**config.mk**
```make
export PLATFORM = sky130hd
export DESIGN_NAME = cpu_top
export DESIGN_NICKNAME = d
export VERILOG_FILES = /design/src/cpu_pkg.sv /design/src/cpu_top.sv /design/src/cpu_control.sv /design/src/cpu_datapath.sv /design/src/alu.sv /design/src/regfile.sv
export SDC_FILE = /design/constraint.sdc
export NUM_CORES = 1
export LEC_CHECK = 0
export ABC_AREA = 0
export BUFFER_PORTS_ARGS = -buffer_cell sky130_fd_sc_hd__buf_4
export CAP_MARGIN = 10
export CORE_MARGIN = 5
export CORE_UTILIZATION = 63
export DETAILED_ROUTE_END_ITERATION = 12
export GPL_TIMING_DRIVEN = 1
export PLACE_DENSITY_LB_ADDON = 0.1
export SYNTH_ARGS = -nofsm -noshare
export SYNTH_HDL_FRONTEND = slang
export SYNTH_HIERARCHICAL = 1
export SYNTH_SLANG_ARGS = --single-unit
```
**constraint.sdc**
```tcl
create_clock -name i_clk -period 10.1 [get_ports i_clk]
set_input_delay 0 -clock i_clk [delete_from_list [all_inputs] [get_ports i_clk]]
set_output_delay 0 -clock i_clk [all_outputs]
set_load 0.02 [all_outputs]
```
**src/cpu_pkg.sv**
```systemverilog
`default_nettype none

package cpu_pkg;

  // Data, instruction and address word
  typedef logic [15:0] word_t;
  // Register number
  typedef logic [2:0] reg_addr_t;
  // Writeback source select
  typedef logic [2:0] wb_sel_t;
  // PC and fetch address select
  typedef logic [1:0] pc_sel_t;
  // ALU operand b select
  typedef logic [1:0] b_sel_t;

  localparam int NUM_REGS = 8;
  // call writes its return address here
  localparam reg_addr_t LINK_REG = 3'd7;
  localparam word_t NOP_WORD = 16'h0007;
  localparam word_t INSTR_SIZE = 16'd2;

  // Instruction field positions
  localparam int RX_LSB = 5;
  localparam int RY_LSB = 8;
  localparam int IMM8_LSB = 8;
  localparam int IMM11_LSB = 5;

  // Bit 4 marks the immediate form
  typedef enum logic [4:0] {
    OP_MV   = 5'd0,  OP_ADD  = 5'd1,  OP_SUB  = 5'd2,  OP_CMP = 5'd3,
    OP_LD   = 5'd4,  OP_ST   = 5'd5,  OP_NOP  = 5'd7,
    OP_J    = 5'd8,  OP_JZ   = 5'd9,  OP_JN   = 5'd10, OP_CALL = 5'd12,
    OP_JR   = 5'd13,
    OP_MVI  = 5'd16, OP_ADDI = 5'd17, OP_SUBI = 5'd18, OP_CMPI = 5'd19,
    OP_MVHI = 5'd22
  } opcode_e;

  typedef enum logic {
    ALU_ADD = 1'b0,
    ALU_SUB = 1'b1
  } alu_op_e;

  // Writeback sources
  localparam wb_sel_t WB_IMM8 = 3'd0;
  localparam wb_sel_t WB_MVHI = 3'd1;
  localparam wb_sel_t WB_ALU  = 3'd2;
  localparam wb_sel_t WB_RET  = 3'd3;
  localparam wb_sel_t WB_LOAD = 3'd4;
  localparam wb_sel_t WB_MOVE = 3'd5;

  // Next PC and fetch address sources
  localparam pc_sel_t PC_SEQ = 2'd0;
  localparam pc_sel_t PC_JMP = 2'd1;
  localparam pc_sel_t PC_REG = 2'd2;

  // ALU operand b sources
  localparam b_sel_t B_FWD = 2'd0;
  localparam b_sel_t B_IMM = 2'd1;
  localparam b_sel_t B_REG = 2'd2;

  typedef struct packed {
    logic    rf_write;
    // Forwarding from writeback
    logic    dc_x_sel;
    logic    dc_y_sel;
    logic    alu_a_sel;
    b_sel_t  alu_b_sel;
    logic    ldst_addr_sel;
    logic    st_data_sel;
    // Stage register loads
    logic    ld_dc;
    logic    ld_ex;
    logic    ld_wb;
    logic    ld_flags;
    alu_op_e alu_op;
    wb_sel_t wb_sel;
    logic    link_sel;
    pc_sel_t pc_sel;
    pc_sel_t pc_addr_sel;
    logic    squash;
  } ctrl_t;

  typedef struct packed {
    word_t ir_dc;
    word_t ir_ex;
    word_t ir_wr;
    logic  n;
    logic  z;
    // Straight from the ALU, not yet registered
    logic  n_imm;
    logic  z_imm;
  } status_t;

endpackage

`default_nettype wire
```
**src/cpu_top.sv**
```systemverilog
`timescale 1ns/1ps
`default_nettype none

module cpu_top
  import cpu_pkg::*;
#(
  parameter word_t RESET_PC = 16'h0000
) (
  input  wire logic  i_clk,
  input  wire logic  i_reset,
  // Instruction port
  output word_t      o_pc_addr,
  output logic       o_pc_rd,
  input  wire word_t i_pc_rddata,
  // Data port
  output word_t      o_ldst_addr,
  output word_t      o_ldst_wrdata,
  output logic       o_ldst_wr,
  output logic       o_ldst_rd,
  input  wire word_t i_ldst_rddata
);

  ctrl_t   ctrl;
  status_t status;

  cpu_control m_control (
    .i_clk,
    .i_reset,
    .i_status  (status),
    .o_ctrl    (ctrl),
    .o_pc_rd,
    .o_ldst_rd,
    .o_ldst_wr
  );

  cpu_datapath #(
    .RESET_PC (RESET_PC)
  ) m_datapath (
    .i_clk,
    .i_reset,
    .i_ctrl        (ctrl),
    .o_status      (status),
    .o_pc_addr,
    .i_pc_rddata,
    .o_ldst_addr,
    .o_ldst_wrdata,
    .i_ldst_rddata
  );

endmodule

`default_nettype wire

```
**src/cpu_control.sv**
```systemverilog
`timescale 1ns/1ps
`default_nettype none

module cpu_control
  import cpu_pkg::*;
(
  input  wire logic    i_clk,
  input  wire logic    i_reset,
  input  wire status_t i_status,
  output ctrl_t        o_ctrl,
  output logic         o_pc_rd,
  output logic         o_ldst_rd,
  output logic         o_ldst_wr
);

  typedef enum logic {
    ST_RESET,
    ST_RUN
  } state_e;

  state_e    r_state;
  // Fetched word is valid in decode
  logic      r_dc_valid;
  logic      run;
  opcode_e   op_dc;
  opcode_e   op_ex;
  opcode_e   op_wb;
  reg_addr_t rx_dc;
  reg_addr_t ry_dc;
  reg_addr_t rx_ex;
  reg_addr_t ry_ex;
  reg_addr_t dest_wb;
  logic      wb_writes;
  logic      fwd_ex_x;
  logic      fwd_ex_y;
  logic      ex_sets_flags;
  logic      flag_n;
  logic      flag_z;
  logic      ex_jr;
  logic      dc_taken;

  // ALU ops that update N and Z
  function automatic logic sets_flags(opcode_e op);
    return op inside {OP_ADD, OP_SUB, OP_CMP, OP_ADDI, OP_SUBI, OP_CMPI};
  endfunction

  // Ops with a register result (not cmp or cmpi)
  function automatic logic writes_reg(opcode_e op);
    return op inside {OP_MV, OP_ADD, OP_SUB, OP_LD, OP_CALL,
                      OP_MVI, OP_ADDI, OP_SUBI, OP_MVHI};
  endfunction

  // One idle cycle before the first fetch
  always_ff @(posedge i_clk, posedge i_reset) begin
    if (i_reset) begin
      r_state    <= ST_RESET;
      r_dc_valid <= 1'b0;
    end else begin
      r_state    <= ST_RUN;
      r_dc_valid <= run;
    end
  end

  assign run = (r_state == ST_RUN);

  // Per-stage fields
  assign op_dc = opcode_e'(i_status.ir_dc[4:0]);
  assign op_ex = opcode_e'(i_status.ir_ex[4:0]);
  assign op_wb = opcode_e'(i_status.ir_wr[4:0]);
  assign rx_dc = i_status.ir_dc[RX_LSB +: $bits(reg_addr_t)];
  assign ry_dc = i_status.ir_dc[RY_LSB +: $bits(reg_addr_t)];
  assign rx_ex = i_status.ir_ex[RX_LSB +: $bits(reg_addr_t)];
  assign ry_ex = i_status.ir_ex[RY_LSB +: $bits(reg_addr_t)];

  // call writes back to the link register
  assign dest_wb   = (op_wb == OP_CALL) ? LINK_REG
                                        : i_status.ir_wr[RX_LSB +: $bits(reg_addr_t)];
  assign wb_writes = writes_reg(op_wb);
  assign fwd_ex_x  = wb_writes && (dest_wb == rx_ex);
  assign fwd_ex_y  = wb_writes && (dest_wb == ry_ex);

  // Flags from the ALU when the instruction just ahead sets them
  assign ex_sets_flags = sets_flags(op_ex);
  assign flag_n = ex_sets_flags ? i_status.n_imm : i_status.n;
  assign flag_z = ex_sets_flags ? i_status.z_imm : i_status.z;

  assign ex_jr = (op_ex == OP_JR);

  // Decode-stage jumps lose to a jr in execute
  always_comb begin
    case (op_dc)
      OP_J,
      OP_CALL: dc_taken = 1'b1;
      OP_JZ:   dc_taken = flag_z;
      OP_JN:   dc_taken = flag_n;
      default: dc_taken = 1'b0;
    endcase
    dc_taken = dc_taken && r_dc_valid && !ex_jr;
  end

  always_comb begin
    o_ctrl = '0;
    o_ctrl.rf_write      = wb_writes;
    o_ctrl.dc_x_sel      = wb_writes && (dest_wb == rx_dc);
    o_ctrl.dc_y_sel      = wb_writes && (dest_wb == ry_dc);
    o_ctrl.alu_a_sel     = fwd_ex_x;
    o_ctrl.ldst_addr_sel = fwd_ex_y;
    o_ctrl.st_data_sel   = fwd_ex_x;
    // Immediate forms take imm8 on operand b
    if (op_ex[4]) begin
      o_ctrl.alu_b_sel = B_IMM;
    end else if (fwd_ex_y) begin
      o_ctrl.alu_b_sel = B_FWD;
    end else begin
      o_ctrl.alu_b_sel = B_REG;
    end
    o_ctrl.alu_op = (op_ex inside {OP_SUB, OP_CMP, OP_SUBI, OP_CMPI}) ? ALU_SUB : ALU_ADD;
    o_ctrl.ld_dc    = run;
    o_ctrl.ld_ex    = r_dc_valid;
    o_ctrl.ld_wb    = run;
    o_ctrl.ld_flags = ex_sets_flags;
    // Writeback source
    case (op_wb)
      OP_MVI:  o_ctrl.wb_sel = WB_IMM8;
      OP_MVHI: o_ctrl.wb_sel = WB_MVHI;
      OP_CALL: o_ctrl.wb_sel = WB_RET;
      OP_LD:   o_ctrl.wb_sel = WB_LOAD;
      OP_MV:   o_ctrl.wb_sel = WB_MOVE;
      default: o_ctrl.wb_sel = WB_ALU;
    endcase
    o_ctrl.link_sel = (op_wb == OP_CALL);
    // jr wins over any jump sitting in decode
    if (ex_jr) begin
      o_ctrl.pc_sel      = PC_REG;
      o_ctrl.pc_addr_sel = PC_REG;
      o_ctrl.squash      = 1'b1;
    end else if (dc_taken) begin
      o_ctrl.pc_sel      = PC_JMP;
      o_ctrl.pc_addr_sel = PC_JMP;
    end else begin
      o_ctrl.pc_sel      = PC_SEQ;
      o_ctrl.pc_addr_sel = PC_SEQ;
    end
  end

  // Memory strobes
  assign o_pc_rd   = run;
  assign o_ldst_rd = (op_ex == OP_LD);
  assign o_ldst_wr = (op_ex == OP_ST);

  a_ldst_excl: assert property (@(posedge i_clk) disable iff (i_reset)
    !(o_ldst_rd && o_ldst_wr));

  // Slot behind a jr reaches execute as a nop
  a_squash_jr: assert property (@(posedge i_clk) disable iff (i_reset)
    o_ctrl.squash |=> (i_status.ir_ex == NOP_WORD));

endmodule

`default_nettype wire

```
**src/cpu_datapath.sv**
```systemverilog
`timescale 1ns/1ps
`default_nettype none

module cpu_datapath
  import cpu_pkg::*;
#(
  parameter word_t RESET_PC = 16'h0000
) (
  input  wire logic    i_clk,
  input  wire logic    i_reset,
  input  wire ctrl_t   i_ctrl,
  output status_t      o_status,
  output word_t        o_pc_addr,
  input  wire word_t   i_pc_rddata,
  output word_t        o_ldst_addr,
  output word_t        o_ldst_wrdata,
  input  wire word_t   i_ldst_rddata
);

  // Stage registers
  word_t r_pc;
  word_t r_pc_dc;
  word_t r_pc_ex;
  word_t r_pc_wr;
  word_t r_ir_ex;
  word_t r_ir_wr;
  word_t r_rf_datax;
  word_t r_rf_datay;
  word_t r_alu_r;
  logic  r_alu_n;
  logic  r_alu_z;
  word_t r_datax_wr;
  word_t r_datay_wr;

  // Combinational paths
  word_t     ir_dc;
  word_t     imm11_dc;
  word_t     jmp_pc;
  word_t     pc_addr;
  word_t     pc_in;
  reg_addr_t rf_addrw;
  word_t     rf_data_in;
  word_t     rf_datax_out;
  word_t     rf_datay_out;
  word_t     dc_x;
  word_t     dc_y;
  word_t     ir_ex_in;
  word_t     imm8_ex;
  word_t     alu_op_a;
  word_t     alu_op_b;
  word_t     ex_y;
  word_t     alu_out;
  logic      alu_n;
  logic      alu_z;
  word_t     ret_addr;

  regfile m_regfile (
    .i_clk,
    .i_reset,
    .i_write     (i_ctrl.rf_write),
    .i_addrw     (rf_addrw),
    .i_addrx     (ir_dc[RX_LSB +: $bits(reg_addr_t)]),
    .i_addry     (ir_dc[RY_LSB +: $bits(reg_addr_t)]),
    .i_data_in   (rf_data_in),
    .o_datax_out (rf_datax_out),
    .o_datay_out (rf_datay_out)
  );

  alu m_alu (
    .i_op_sel  (i_ctrl.alu_op),
    .i_op_a    (alu_op_a),
    .i_op_b    (alu_op_b),
    .o_alu_out (alu_out),
    .o_n       (alu_n),
    .o_z       (alu_z)
  );

  always_ff @(posedge i_clk, posedge i_reset) begin
    if (i_reset) begin
      r_pc       <= RESET_PC;
      r_pc_dc    <= '0;
      r_pc_ex    <= '0;
      r_pc_wr    <= '0;
      r_ir_ex    <= '0;
      r_ir_wr    <= '0;
      r_rf_datax <= '0;
      r_rf_datay <= '0;
      r_alu_r    <= '0;
      r_alu_n    <= 1'b0;
      r_alu_z    <= 1'b0;
      r_datax_wr <= '0;
      r_datay_wr <= '0;
    end else begin
      // Prefetch and fetch
      if (i_ctrl.ld_dc) begin
        r_pc    <= pc_in;
        r_pc_dc <= pc_addr;
      end
      // Decode into execute
      if (i_ctrl.ld_ex) begin
        r_ir_ex    <= ir_ex_in;
        r_pc_ex    <= r_pc_dc;
        r_rf_datax <= dc_x;
        r_rf_datay <= dc_y;
      end
      if (i_ctrl.ld_flags) begin
        r_alu_n <= alu_n;
        r_alu_z <= alu_z;
      end
      // Execute into writeback
      if (i_ctrl.ld_wb) begin
        r_ir_wr    <= r_ir_ex;
        r_pc_wr    <= r_pc_ex;
        r_alu_r    <= alu_out;
        r_datax_wr <= alu_op_a;
        r_datay_wr <= ex_y;
      end
    end
  end

  // Decode sees the fetched word directly
  assign ir_dc    = i_pc_rddata;
  assign imm11_dc = {{5{ir_dc[15]}}, ir_dc[15:IMM11_LSB]};
  // Branch address + 2 + 2 * imm11
  assign jmp_pc   = r_pc_dc + INSTR_SIZE + (imm11_dc << 1);

  // Fetch address, jr target comes off the forwarded operand a
  always_comb begin
    case (i_ctrl.pc_addr_sel)
      PC_JMP:  pc_addr = jmp_pc;
      PC_REG:  pc_addr = alu_op_a;
      default: pc_addr = r_pc;
    endcase
  end

  // Next sequential PC after whatever goes out this cycle
  always_comb begin
    case (i_ctrl.pc_sel)
      PC_JMP:  pc_in = jmp_pc + INSTR_SIZE;
      PC_REG:  pc_in = alu_op_a + INSTR_SIZE;
      default: pc_in = r_pc + INSTR_SIZE;
    endcase
  end

  // Decode operands with writeback forwarding
  assign dc_x = i_ctrl.dc_x_sel ? rf_data_in : rf_datax_out;
  assign dc_y = i_ctrl.dc_y_sel ? rf_data_in : rf_datay_out;
  // Instruction behind a jr becomes a nop
  assign ir_ex_in = i_ctrl.squash ? NOP_WORD : ir_dc;

  // Execute operands
  assign imm8_ex  = {{8{r_ir_ex[15]}}, r_ir_ex[15:IMM8_LSB]};
  assign alu_op_a = i_ctrl.alu_a_sel ? rf_data_in : r_rf_datax;
  assign ex_y     = i_ctrl.ldst_addr_sel ? rf_data_in : r_rf_datay;

  always_comb begin
    case (i_ctrl.alu_b_sel)
      B_FWD:   alu_op_b = rf_data_in;
      B_IMM:   alu_op_b = imm8_ex;
      default: alu_op_b = r_rf_datay;
    endcase
  end

  // Data port, address from Ry and data from Rx
  assign o_ldst_addr   = ex_y;
  assign o_ldst_wrdata = i_ctrl.st_data_sel ? rf_data_in : r_rf_datax;

  // Writeback
  assign ret_addr = r_pc_wr + INSTR_SIZE;
  assign rf_addrw = i_ctrl.link_sel ? LINK_REG : r_ir_wr[RX_LSB +: $bits(reg_addr_t)];

  always_comb begin
    case (i_ctrl.wb_sel)
      WB_IMM8: rf_data_in = {{8{r_ir_wr[15]}}, r_ir_wr[15:IMM8_LSB]};
      // imm8 into the upper byte, low byte of Rx kept
      WB_MVHI: rf_data_in = {r_ir_wr[15:IMM8_LSB], r_datax_wr[7:0]};
      WB_RET:  rf_data_in = ret_addr;
      WB_LOAD: rf_data_in = i_ldst_rddata;
      WB_MOVE: rf_data_in = r_datay_wr;
      default: rf_data_in = r_alu_r;
    endcase
  end

  assign o_pc_addr = pc_addr;

  always_comb begin
    o_status.ir_dc = ir_dc;
    o_status.ir_ex = r_ir_ex;
    o_status.ir_wr = r_ir_wr;
    o_status.n     = r_alu_n;
    o_status.z     = r_alu_z;
    o_status.n_imm = alu_n;
    o_status.z_imm = alu_z;
  end

  // Jump targets and jr registers must stay halfword aligned
  a_pc_even: assert property (@(posedge i_clk) disable iff (i_reset) !o_pc_addr[0]);

endmodule

`default_nettype wire

```
**src/alu.sv**
```systemverilog
`timescale 1ns/1ps
`default_nettype none

module alu
  import cpu_pkg::*;
(
  input  wire alu_op_e i_op_sel,
  input  wire word_t   i_op_a,
  input  wire word_t   i_op_b,
  output word_t        o_alu_out,
  output logic         o_n,
  output logic         o_z
);

  // cmp shares the subtract path
  always_comb begin
    if (i_op_sel == ALU_SUB) begin
      o_alu_out = i_op_a - i_op_b;
    end else begin
      o_alu_out = i_op_a + i_op_b;
    end
  end

  // Sign and zero of the result
  assign o_n = o_alu_out[$bits(word_t)-1];
  assign o_z = (o_alu_out == '0);

endmodule

`default_nettype wire

```
**src/regfile.sv**
```systemverilog
`timescale 1ns/1ps
`default_nettype none

module regfile
  import cpu_pkg::*;
(
  input  wire logic      i_clk,
  input  wire logic      i_reset,
  input  wire logic      i_write,
  input  wire reg_addr_t i_addrw,
  input  wire reg_addr_t i_addrx,
  input  wire reg_addr_t i_addry,
  input  wire word_t     i_data_in,
  output word_t          o_datax_out,
  output word_t          o_datay_out
);

  word_t r_regs [NUM_REGS];

  // Single write port, written at the clock edge
  always_ff @(posedge i_clk, posedge i_reset) begin
    if (i_reset) begin
      for (int i = 0; i < NUM_REGS; i++) begin
        r_regs[i] <= '0;
      end
    end else if (i_write) begin
      r_regs[i_addrw] <= i_data_in;
    end
  end

  // Reads see the old value during a write
  // Same-cycle hazards are covered by forwarding in the datapath
  assign o_datax_out = r_regs[i_addrx];
  assign o_datay_out = r_regs[i_addry];

  // Writeback destination must be resolved
  a_addrw_known: assert property (@(posedge i_clk) disable iff (i_reset)
    i_write |-> !$isunknown(i_addrw));

endmodule

`default_nettype wire

```
==> out/results.txt, run 1 <==
Die area -> 35100 sq um
Minimum clock period -> 9550 ps
Met2 usage -> 0.551
WL/cell -> 27.6 um
Cell Area, Synth -> 19800 sq um
RSZ-0062 raised after global routing -> no
M1 GR Usage -> 0.482
Grt peak-use layer -> met2
Via count -> 15.3k
WP data required -> 10540 ps
R2R Path Start -> m_datapath/r_ir_wr[3]
GPL Wtd Cong -> 0.982
Post-CTS setup buffer count -> 0
Peak VDD IR -> 0.231 mV
Outcome -> complete, no violations
Root Driver -> clkbuf_16
Clk pin slew, worst setup/hold paths -> 60 ps
Drt pass-1 iters -> 8
CTS tree -> done
Routed wire length -> 62000 um
Tot GR Track Use -> 0.350
FP Rows -> 65
CP Class -> register to register
Hold Startpoint -> i_pc_rddata[8]
CTS Buffer Depth -> 3
Fin. max-slew vios -> 0
Crit-path max FO -> 19
Vias per std cell -> 6.83
Commonest non-fill, non-tap cell in the layout -> mux2_2
Die height -> 187 um
First-pass GRT wire length -> 95200 um
Max stage delay on crit path -> 660 ps
H-tree depth -> 2
Crit. Startpoint -> m_datapath/r_ir_wr[3]
# IOs -> 85
Post-Route Setup TNS -> 0 ps
CTS Buf Count -> 35
1st-iter DRT viols -> 1429
Clk_lat worst skew -> 550 ps
Initial Util -> 0.633
Post-DRT Antenna Nets -> 0
# DRC -> 0
Gate Count Post-Synth -> 1778
Antenna Cells -> 0
Most frequent cells in the layout -> mux2_2, dfrtp_1, buf_4
Critical path endpoint category -> register
Skew final -> 28.8 ps
HPWL Detailed -> 44300 um
Initial antenna violation count -> 1
Leakage power figure -> 9.28 nW
Core area -> 31300 sq um
Port-buffer cells -> 84
Crit share post-route -> 0.946
Final hold vios -> 0
Die width -> 187 um
Total clock sinks -> 300
Final Setup Violations -> 0
Grt total ovfl -> 0
PwrDens -> 324 nW/um^2
Largest register FFs -> 128
Placed cell count -> 2167
Cell Count, Final, Fillers Out -> 2245
# Max-Cap Violations -> 0
Critical Path Start Type -> register
Worst Hold Class -> input pin to register
Max Freq -> 0.105 GHz
Largest Register -> m_datapath/m_regfile/r_regs
Crit-path slowest cell -> or4_1
Slew HR -> 0.278
Layout area overhead -> 10.6%
Net Count, Synth -> 1863
Synth Warn # -> 6
Slew @ Worst Pin -> 1080 ps
Layout Nets -> 1902
Layout cells sized above 1 -> 0.316
M3 GR Usage -> 0.0631
Largest net degree at the start of global routing -> 80
WHS -> 26.7 ps
Avg Cell Area, Syn -> 11.2 sq um
Arrival time worst endpoint -> 9990 ps
Vias in the first global route -> 15.3k
[cell type report]
class / count / area [sq um]
clock buffers: 49 / 1010
clock inverters: 14 / 234
fillers: 2327 / 9380
inverters: 61 / 236
multi-input cells: 1275 / 11300
flip-flops and latches: 300 / 7510
well taps: 402 / 503
repair buffers: 144 / 1120
[metrics by stage]
step / power (mW) / worst slack, ps / area [sq um] / utilization
2_1_floorplan: 4.48 / 1040 / 19800 / -
3_3_place_gp: 5.56 / 449 / 20500 / 0.655
3_5_place_dp: 5.65 / 408 / 20500 / 0.655
4_1_cts: 7.05 / 398 / 21900 / 0.700
5_1_grt: 7.48 / 3.81 / 21900 / 0.700
6_report: 7.11 / 548 / 21900 / 0.700
[path summary, 6_finish.rpt]
path / depth (start not counted) / to / slack, ps
max: 37 / m_datapath/r_pc[7] / 550
max reg2reg: 37 / m_datapath/r_pc[7] / 550
max in group asynchronous: 5 / m_datapath/r_pc_ex[15] / 7990
min reg2reg: 1 / m_datapath/r_pc_ex[10] / 500
min in group asynchronous: 3 / m_datapath/r_ir_ex[6] / 110
min: 3 / m_datapath/r_ir_ex[8] / 30
[power by group]
group,switching (mW),leakage [nW],internal [mW],total (mW)
Sequential,0.473,3.56,1.72,2.19
Combinational,2.01,5.12,1.55,3.57
Clock,0.519,0.607,0.834,1.35
Total,3.01,9.28,4.10,7.11
[critical path, delay by kind of cell (launching register included)]
kind,cells,cell delay [ps]
adders and majority gates,3,1040
xor gates and xnor gates,2,310
AOI/OAI and AO/OA,15,3190
DFF,1,520
and+or+nand+nor,11,3170
buffers and inverters,5,910
muxes,1,280
[routing by layer]
layer  part of all wire  vias to the layer above
met5            0.00011                        -
met4              0.051                        2
met3              0.082                      186
met2               0.46                      718
met1               0.41                     7759
li1                   -                     6675
[what timing repair did]
item                       4_1_cts  5_1_grt
gates resized for setup          0        7
hold buffers                    15        0
setup endpoints to repair        0        9
hold endpoints to repair       120        0
(Power assumes the default switching activity.)
==> run 2, diff against run 1 <==
- REMOVE_ABC_BUFFERS: not set -> 1
==> out/results.txt, run 2 (synthesis results as in run 1) <==
Outcome -> complete, no violations
Vias per std cell -> 6.78
# DRC -> 0
CTS Buf Count -> 36
Vias in the first global route -> 15.0k
Crit-path slowest cell -> dfrtp_2
Grt total ovfl -> 0
Area of the multi-input gates -> 11300 sq um
Drt pass-1 iters -> 6
Layout Nets -> 1905
Flop pwr share -> 0.309
Fin worst setup slack -> 467 ps
# IOs -> 85
Peak VDD IR -> 0.209 mV
Most frequent cells in the layout -> mux2_2, dfrtp_1, buf_4
CTS Buffer Depth -> 3
WP buf/inv -> 7
WP data required -> 10550 ps
Root Driver -> clkbuf_16
Via count -> 15.2k
Crit share post-route -> 0.954
Critical path endpoint category -> register
CTS tree -> done
Total power -> 7.11 mW
Clk_lat worst skew -> 550 ps
Total clock sinks -> 300
Slew @ Worst Pin -> 1050 ps
Port-buffer cells -> 84
# Max-Cap Violations -> 0
1st-iter DRT viols -> 1527
Largest Register -> m_datapath/m_regfile/r_regs
Fin. max-slew vios -> 0
Reg area -> 7520 sq um
Critical Path Start Type -> register
Routed wire length -> 61800 um
Worst Hold Class -> input pin to register
RSZ-0062 raised after global routing -> no
Skew final -> 16.0 ps
Arrival time worst endpoint -> 10090 ps
Cell mode on critical path -> buf_4
Commonest non-fill, non-tap cell in the layout -> mux2_2
Max Freq -> 0.104 GHz
Minimum clock period -> 9630 ps
Largest register FFs -> 128
CP Class -> register to register
H-tree depth -> 2
NetSw -> 2.97 mW
Largest net degree at the start of global routing -> 100
Placed cell count -> 2169
Max stage delay on crit path -> 500 ps
Leakage power figure -> 9.33 nW
Die width -> 187 um
FP Rows -> 65
Core area -> 31300 sq um
Layout cells sized above 1 -> 0.321
Layout area overhead -> 10.9%
Post-DRT Antenna Nets -> 0
Post-Route Setup TNS -> 0 ps
Tot GR Track Use -> 0.348
Sw frac -> 0.418
HPWL Detailed -> 43100 um
Final Setup Violations -> 0
Dpl ws -> 371 ps
Slew HR -> 0.296
Clock power share -> 0.198
WL/cell -> 27.5 um
Cell Count, Final, Fillers Out -> 2249
Final hold vios -> 0
Die area -> 35100 sq um
Initial Util -> 0.633
PwrDens -> 323 nW/um^2
Combinational share of power -> 0.493
Die height -> 187 um
Cell family with most CP delay -> simple AND/OR/NAND/NOR gates
Clk pin slew, worst setup/hold paths -> 60 ps
Crit-path max FO -> 17
Initial antenna violation count -> 0
Int Pwr -> 4.14 mW
# fillers -> 2285
First-pass GRT wire length -> 94600 um
GPL Wtd Cong -> 1.01
## run 2: routing by layer
| metal | track usage | up-vias | routed length, um |
|---|---|---|---|
| li1 | - | 6678 | - |
| met1 | 0.483 | 7749 | 26100 |
| met2 | 0.551 | 690 | 28800 |
| met3 | 0.0711 | 122 | 4620 |
| met4 | 0.119 | 0 | 2330 |
| met5 | 0 | - | 0 |
## run 2: layout make-up
type,count,area share
antenna,1,0.000114
clock buffer,51,0.0495
clock inverter,13,0.00933
inverter,61,0.0107
multi-input combinational,1275,0.514
sequential,300,0.342
tap,402,0.0229
timing repair buffer,146,0.0521
## run 2: power groups by stage
stage	Clock, mW	Combinational [mW]	Sequential (mW)
6_report	1.41	3.51	2.20
5_1_grt	1.48	3.76	2.24
4_1_cts	1.42	3.45	2.17
3_5_place_dp	0	3.41	2.18
3_3_place_gp	0	3.36	2.14
2_1_floorplan	0	2.41	1.98
## run 2: path summary, 6_finish.rpt
kind / startpoint / to / slack [ps] / cells after the start
worst max-delay path: m_datapath/r_ir_wr[3] / m_datapath/r_pc[15] / 470 / 40
worst min-delay path: i_pc_rddata[5] / m_datapath/r_ir_ex[5] / 30 / 3
worst max register to register: m_datapath/r_ir_wr[3] / m_datapath/r_pc[15] / 470 / 40
worst min register to register: m_datapath/r_pc_ex[8] / m_datapath/r_pc_ex[8] / 500 / 1
max in group asynchronous: i_reset / m_datapath/r_ir_wr[3] / 8250 / 4
min in group asynchronous: i_reset / m_datapath/m_regfile/r_regs[100] / 110 / 3
## run 2: worst reg2reg max path: cells and delay by family, from the launching register on
kind                     cells  cell delay (ps)
XOR/XNOR                     2              420
AND/OR/NAND/NOR             11             2920
adder cells (fa/ha/maj)      2              740
buffers and inverters        7             1340
multiplexers                 3              730
flip-flops                   1              500
AO/OA/AOI/OAI               15             2870
## run 2: stage by stage
| step | util | instance area [sq um] | hold WS (ps) |
|---|---|---|---|
| 3_5_place_dp | 0.656 | 20500 | -89.4 |
| 3_3_place_gp | 0.656 | 20500 | -96.8 |
| 2_1_floorplan | - | 18900 | -259 |
| 5_1_grt | 0.703 | 22000 | 62.1 |
| 4_1_cts | 0.702 | 22000 | 7.52 |
| 6_report | 0.703 | 22000 | 29.8 |
## run 2: what timing repair did
action / CTS / global route
buffers inserted: 0 / 0
endpoints found under the setup margin: 0 / 23
endpoints found under the hold margin: 158 / 0
hold buffers: 15 / 0
gates resized for setup: 0 / 11
